### src/source/rv_pkg.sv
`default_nettype none

package rv_pkg;

  localparam int XLEN       = 64;
  localparam int ILEN       = 32;
  localparam int REG_ADDR_W = 5;
  localparam int NUM_REGS   = 32;

  localparam logic [XLEN-1:0] REG_INIT = 64'h0;

  // Major opcodes kept in this subset
  localparam logic [6:0] OPC_OP     = 7'b0110011;
  localparam logic [6:0] OPC_OP_IMM = 7'b0010011;
  localparam logic [6:0] OPC_LUI    = 7'b0110111;

  localparam logic [6:0] F7_BASE = 7'b0000000;
  localparam logic [6:0] F7_ALT  = 7'b0100000; // SUB and SRA

  localparam int ALU_OP_W = 4;

  localparam logic [ALU_OP_W-1:0] ALU_ADD    = 4'd0;
  localparam logic [ALU_OP_W-1:0] ALU_SUB    = 4'd1;
  localparam logic [ALU_OP_W-1:0] ALU_SLL    = 4'd2;
  localparam logic [ALU_OP_W-1:0] ALU_SLT    = 4'd3;
  localparam logic [ALU_OP_W-1:0] ALU_SLTU   = 4'd4;
  localparam logic [ALU_OP_W-1:0] ALU_XOR    = 4'd5;
  localparam logic [ALU_OP_W-1:0] ALU_SRL    = 4'd6;
  localparam logic [ALU_OP_W-1:0] ALU_SRA    = 4'd7;
  localparam logic [ALU_OP_W-1:0] ALU_OR     = 4'd8;
  localparam logic [ALU_OP_W-1:0] ALU_AND    = 4'd9;
  localparam logic [ALU_OP_W-1:0] ALU_PASS_B = 4'd10; // LUI

  // Sequencer states
  localparam int ST_W = 2;

  localparam logic [ST_W-1:0] ST_IDLE = 2'd0;
  localparam logic [ST_W-1:0] ST_EXEC = 2'd1;
  localparam logic [ST_W-1:0] ST_ACK  = 2'd2;

  typedef struct packed {
    logic [6:0]            funct7;
    logic [REG_ADDR_W-1:0] rs2;
    logic [REG_ADDR_W-1:0] rs1;
    logic [2:0]            funct3;
    logic [REG_ADDR_W-1:0] rd;
    logic [6:0]            opcode;
  } r_fmt_t;

  typedef struct packed {
    logic [11:0]           imm;
    logic [REG_ADDR_W-1:0] rs1;
    logic [2:0]            funct3;
    logic [REG_ADDR_W-1:0] rd;
    logic [6:0]            opcode;
  } i_fmt_t;

  typedef struct packed {
    logic [19:0]           imm;
    logic [REG_ADDR_W-1:0] rd;
    logic [6:0]            opcode;
  } u_fmt_t;

  // One instruction word, viewed by format
  typedef union packed {
    r_fmt_t r;
    i_fmt_t i;
    u_fmt_t u;
  } instr_word_t;

endpackage

`default_nettype wire

### src/source/decode_if.sv
`default_nettype none

interface decode_if;

  logic [rv_pkg::REG_ADDR_W-1:0] rs1;
  logic [rv_pkg::REG_ADDR_W-1:0] rs2;
  logic [rv_pkg::REG_ADDR_W-1:0] rd;
  logic [rv_pkg::XLEN-1:0]       imm;     // Sign-extended or upper immediate
  logic                          use_imm;
  logic [rv_pkg::ALU_OP_W-1:0]   alu_op;
  logic                          rd_wr;
  logic                          illegal;

  modport decoder (
    output rs1, rs2, rd, imm, use_imm, alu_op, rd_wr, illegal
  );

  modport sequencer (
    input rs1, rs2, rd, imm, use_imm, alu_op, rd_wr, illegal
  );

endinterface

`default_nettype wire

### src/source/instr_decoder.sv
`default_nettype none

module instr_decoder (
  input  rv_pkg::instr_word_t instr,
  decode_if.decoder           dec
);

  logic alt;
  logic bad;

  always_comb begin
    dec.rs1     = instr.r.rs1;
    dec.rs2     = instr.r.rs2;
    dec.rd      = instr.r.rd;
    dec.imm     = {{(rv_pkg::XLEN-12){instr.i.imm[11]}}, instr.i.imm};
    dec.use_imm = 1'b0;
    dec.alu_op  = rv_pkg::ALU_ADD;
    alt         = 1'b0;
    bad         = 1'b0;

    case (instr.r.opcode)
      rv_pkg::OPC_OP: begin
        alt = (instr.r.funct7 == rv_pkg::F7_ALT);
        // Alternate funct7 only valid for SUB and SRA
        bad = !((instr.r.funct7 == rv_pkg::F7_BASE) ||
                (alt && (instr.r.funct3 == 3'b000 || instr.r.funct3 == 3'b101)));
        case (instr.r.funct3)
          3'b000:  dec.alu_op = alt ? rv_pkg::ALU_SUB : rv_pkg::ALU_ADD;
          3'b001:  dec.alu_op = rv_pkg::ALU_SLL;
          3'b010:  dec.alu_op = rv_pkg::ALU_SLT;
          3'b011:  dec.alu_op = rv_pkg::ALU_SLTU;
          3'b100:  dec.alu_op = rv_pkg::ALU_XOR;
          3'b101:  dec.alu_op = alt ? rv_pkg::ALU_SRA : rv_pkg::ALU_SRL;
          3'b110:  dec.alu_op = rv_pkg::ALU_OR;
          default: dec.alu_op = rv_pkg::ALU_AND;
        endcase
      end

      rv_pkg::OPC_OP_IMM: begin
        dec.use_imm = 1'b1;
        case (instr.i.funct3)
          3'b000: dec.alu_op = rv_pkg::ALU_ADD;
          3'b001: begin
            dec.alu_op = rv_pkg::ALU_SLL;
            bad        = (instr.i.imm[11:6] != 6'b000000); // funct6 must be zero
          end
          3'b010: dec.alu_op = rv_pkg::ALU_SLT;
          3'b011: dec.alu_op = rv_pkg::ALU_SLTU;
          3'b100: dec.alu_op = rv_pkg::ALU_XOR;
          3'b101: begin
            alt        = (instr.i.imm[11:6] == 6'b010000);
            dec.alu_op = alt ? rv_pkg::ALU_SRA : rv_pkg::ALU_SRL;
            bad        = !alt && (instr.i.imm[11:6] != 6'b000000);
          end
          3'b110:  dec.alu_op = rv_pkg::ALU_OR;
          default: dec.alu_op = rv_pkg::ALU_AND;
        endcase
      end

      rv_pkg::OPC_LUI: begin
        dec.rs1     = '0;
        dec.imm     = {{(rv_pkg::XLEN-32){instr.u.imm[19]}}, instr.u.imm, 12'b0};
        dec.use_imm = 1'b1;
        dec.alu_op  = rv_pkg::ALU_PASS_B;
      end

      default: bad = 1'b1; // Unsupported opcode
    endcase

    dec.illegal = bad;
    dec.rd_wr   = !bad;
  end

endmodule

`default_nettype wire

### src/flat_wrapper.sv
// flat-port wrapper written by rule: the top's interface ports become plain ports
module instr_decoder_flat 
  (instr, dec_rs1, dec_rs2, dec_rd, dec_imm, dec_use_imm, dec_alu_op, dec_rd_wr, dec_illegal);
  decode_if dec_i ();
  input  rv_pkg::instr_word_t instr;
  output wire logic [$bits(dec_i.rs1)-1:0] dec_rs1;
  output wire logic [$bits(dec_i.rs2)-1:0] dec_rs2;
  output wire logic [$bits(dec_i.rd)-1:0] dec_rd;
  output wire logic [$bits(dec_i.imm)-1:0] dec_imm;
  output wire logic [$bits(dec_i.use_imm)-1:0] dec_use_imm;
  output wire logic [$bits(dec_i.alu_op)-1:0] dec_alu_op;
  output wire logic [$bits(dec_i.rd_wr)-1:0] dec_rd_wr;
  output wire logic [$bits(dec_i.illegal)-1:0] dec_illegal;
  assign dec_rs1 = dec_i.rs1;
  assign dec_rs2 = dec_i.rs2;
  assign dec_rd = dec_i.rd;
  assign dec_imm = dec_i.imm;
  assign dec_use_imm = dec_i.use_imm;
  assign dec_alu_op = dec_i.alu_op;
  assign dec_rd_wr = dec_i.rd_wr;
  assign dec_illegal = dec_i.illegal;
  instr_decoder u_core (.instr(instr), .dec(dec_i));
endmodule
### config.mk
export PLATFORM = sky130hd
export DESIGN_NAME = instr_decoder_flat
export DESIGN_NICKNAME = d
export VERILOG_FILES = /design/src/source/rv_pkg.sv /design/src/source/decode_if.sv /design/src/source/instr_decoder.sv /design/src/flat_wrapper.sv
export SDC_FILE = /design/constraint.sdc
export NUM_CORES = 1
export LEC_CHECK = 0
export ABC_AREA = 1
export BUFFER_PORTS_ARGS = -buffer_cell sky130_fd_sc_hd__buf_2
export CAP_MARGIN = 40
export CORE_MARGIN = 8
export CORE_UTILIZATION = 38
export DETAILED_ROUTE_END_ITERATION = 10
export PLACE_DENSITY = 0.9
export SYNTH_ARGS = -nofsm -noshare
export SYNTH_HDL_FRONTEND = slang
export SYNTH_SLANG_ARGS = --single-unit
### constraint.sdc
create_clock -name vclk -period 1.9
set_input_delay 0.38 -clock vclk [all_inputs]
set_output_delay 0.38 -clock vclk [all_outputs]
set_load 0.02 [all_outputs]
==> out/qor.txt <==
Die W - 67.93 um
Synth Cell Area - 1025 um2
Final Critical Period - 1.802 ns
Pwr Total - 0.3371 mW
YS warnings - 0
sequential cells - 0
Final period util - 94.86%
Port Buf Inserts - 108
Post-CTS Setup Inserts - 0
Leak - 0.8139 nW
pwr/cell area - 266.5 nW/um2
core area - 2663 um2
via count - 1170
CP Capture Type - output port
worst path required time - 1.52 ns
final setup fails - 0
largest net degree at the start of global routing - 34
Max IR drop VDD - 0.2112 mV
cell taking the most area after synthesis - buf_4
FP Rows - 19
cell count after synthesis - 171
fraction of layout cells with a size suffix above 1 - 59.40%
Hold Crit Class - input pin to output port
clock buffers - 0
WL final - 3247 um
post-route worst setup slack - 0.09775 ns
Place WS - 0.04105 ns
Reg area - 0 um2
Mean Syn Cell Area - 5.993 um2
Die ar. - 4614 um2
fin nets - 268
via-per-instance ratio - 4.415
IO Count - 118
area added between synthesis and finish - 23.44%
ANT nets after route - 0
DRC - 0
initial DRC count - 19
Max Cap Viol - 0
detailed-route wire length per cell - 12.25 um
RePlAce Congestion - 0.8501
Worst-Margin Slew - 0.3106 ns
Critical Path Source - instr[6]
Post-Layout Inst Area - 1265 um2
register area share after synthesis - 0%
GRT Util Overall - 12.56%
# hold bufs at CTS - 0
final hold vios - 0
vias in the first global route - 1123
Yosys top cell area share - 31.50%
crit path DAT - 1.42 ns
starting density of the core - 38.49%
WS Path Type - input pin to output port
TritonRoute pass-1 iters - 4
fin. max-slew vios - 0
HP Start - instr[7]
status - finished, final reports clean
n_diodes - 0
initial antenna violation count - 0
Netlist cell types - 19
CP Launch Type - input pin
first-pass GRT wire length - 4892 um
Crit Path Max Fanout - 9
global route total overflow - 0
Synth Net Count - 203
Synth area leaders - buf_4 32%, o21ai_2 16%, nor2_1 11%
dpl hpwl - 2932 um
placed cell area - 1242 um2
Rel. slew slack - 79.13%
fmax - 554.9 MHz
Die Span Y - 67.93 um
-- synthesized netlist by cell type, drive strengths merged --
library cell   n
nand4          2
nor3           3
buf           48
nand3         10
nor2          33
a21oi          1
nand2         21
inv           31
o21ai         21
a31o           1
-- layer usage --
metal	GRT usage [%]	routed length, um	vias up
met5	0	0	-
met4	0.7673	18	0
met3	3.110	311	2
met2	27.08	1841	42
met1	11.73	1076	518
li1	-	-	608
-- stage by stage --
stage / TNS (ns) / hold WS [ns] / util, % / cells
after floorplan: 0 / 0.8726 / - / 171
after global placement: 0 / 0.7601 / 46.66 / 265
after detailed placement: 0 / 0.7601 / 46.66 / 265
after CTS: 0 / 0.7601 / 46.66 / 265
after global routing: -0.003052 / 0.7600 / 47.51 / 265
final: 0 / 0.7600 / 47.51 / 265
-- where the power goes --
part	switching, mW	total [mW]	internal (mW)
Combinational	0.228	0.337	0.109
Sequential	0	0	0
Clock	0	0	0
-- final timing paths --
check	to	slack (ns)	cells after the start
setup / recovery	dec_imm[15]	0.1	8
hold / removal	dec_rd[0]	0.76	0
-- cell type report --
type                       count  area (um2)
timing repair buffer         111       580.6
multi-input combinational     92       526.8
tap                           31       38.79
inverter                      31       118.9
fill                         292        1398
-- layout by cell type (no fill, tap or decap), drive strengths merged --
master and instances:
nand2 21, buf 111, o21ai 21, nand4 2, a31o 1, nor3 3
a21oi 1, nor2 33, inv 31, nand3 10
-- logic make-up after synthesis --
group	share of synthesized area, %
buf+inv	50.30
compound gates	18.56
simple gates	31.14
-- timing repair --
| action | CTS | global route |
|---|---|---|
| endpoints found under the setup margin | 0 | 20 |
| gates resized for setup | 0 | 4 |
| endpoints found under the hold margin | 0 | 0 |
-- critical path: stages --
cell	delay (ns)
buf_2	0.11
nor2_2	0.12
inv_2	0.07
nor2_4	0.14
nand2_8	0.11
buf_4	0.20
o21ai_2	0.11
buf_2	0.17
No activity file was read; power rests on OpenSTA's default activity.
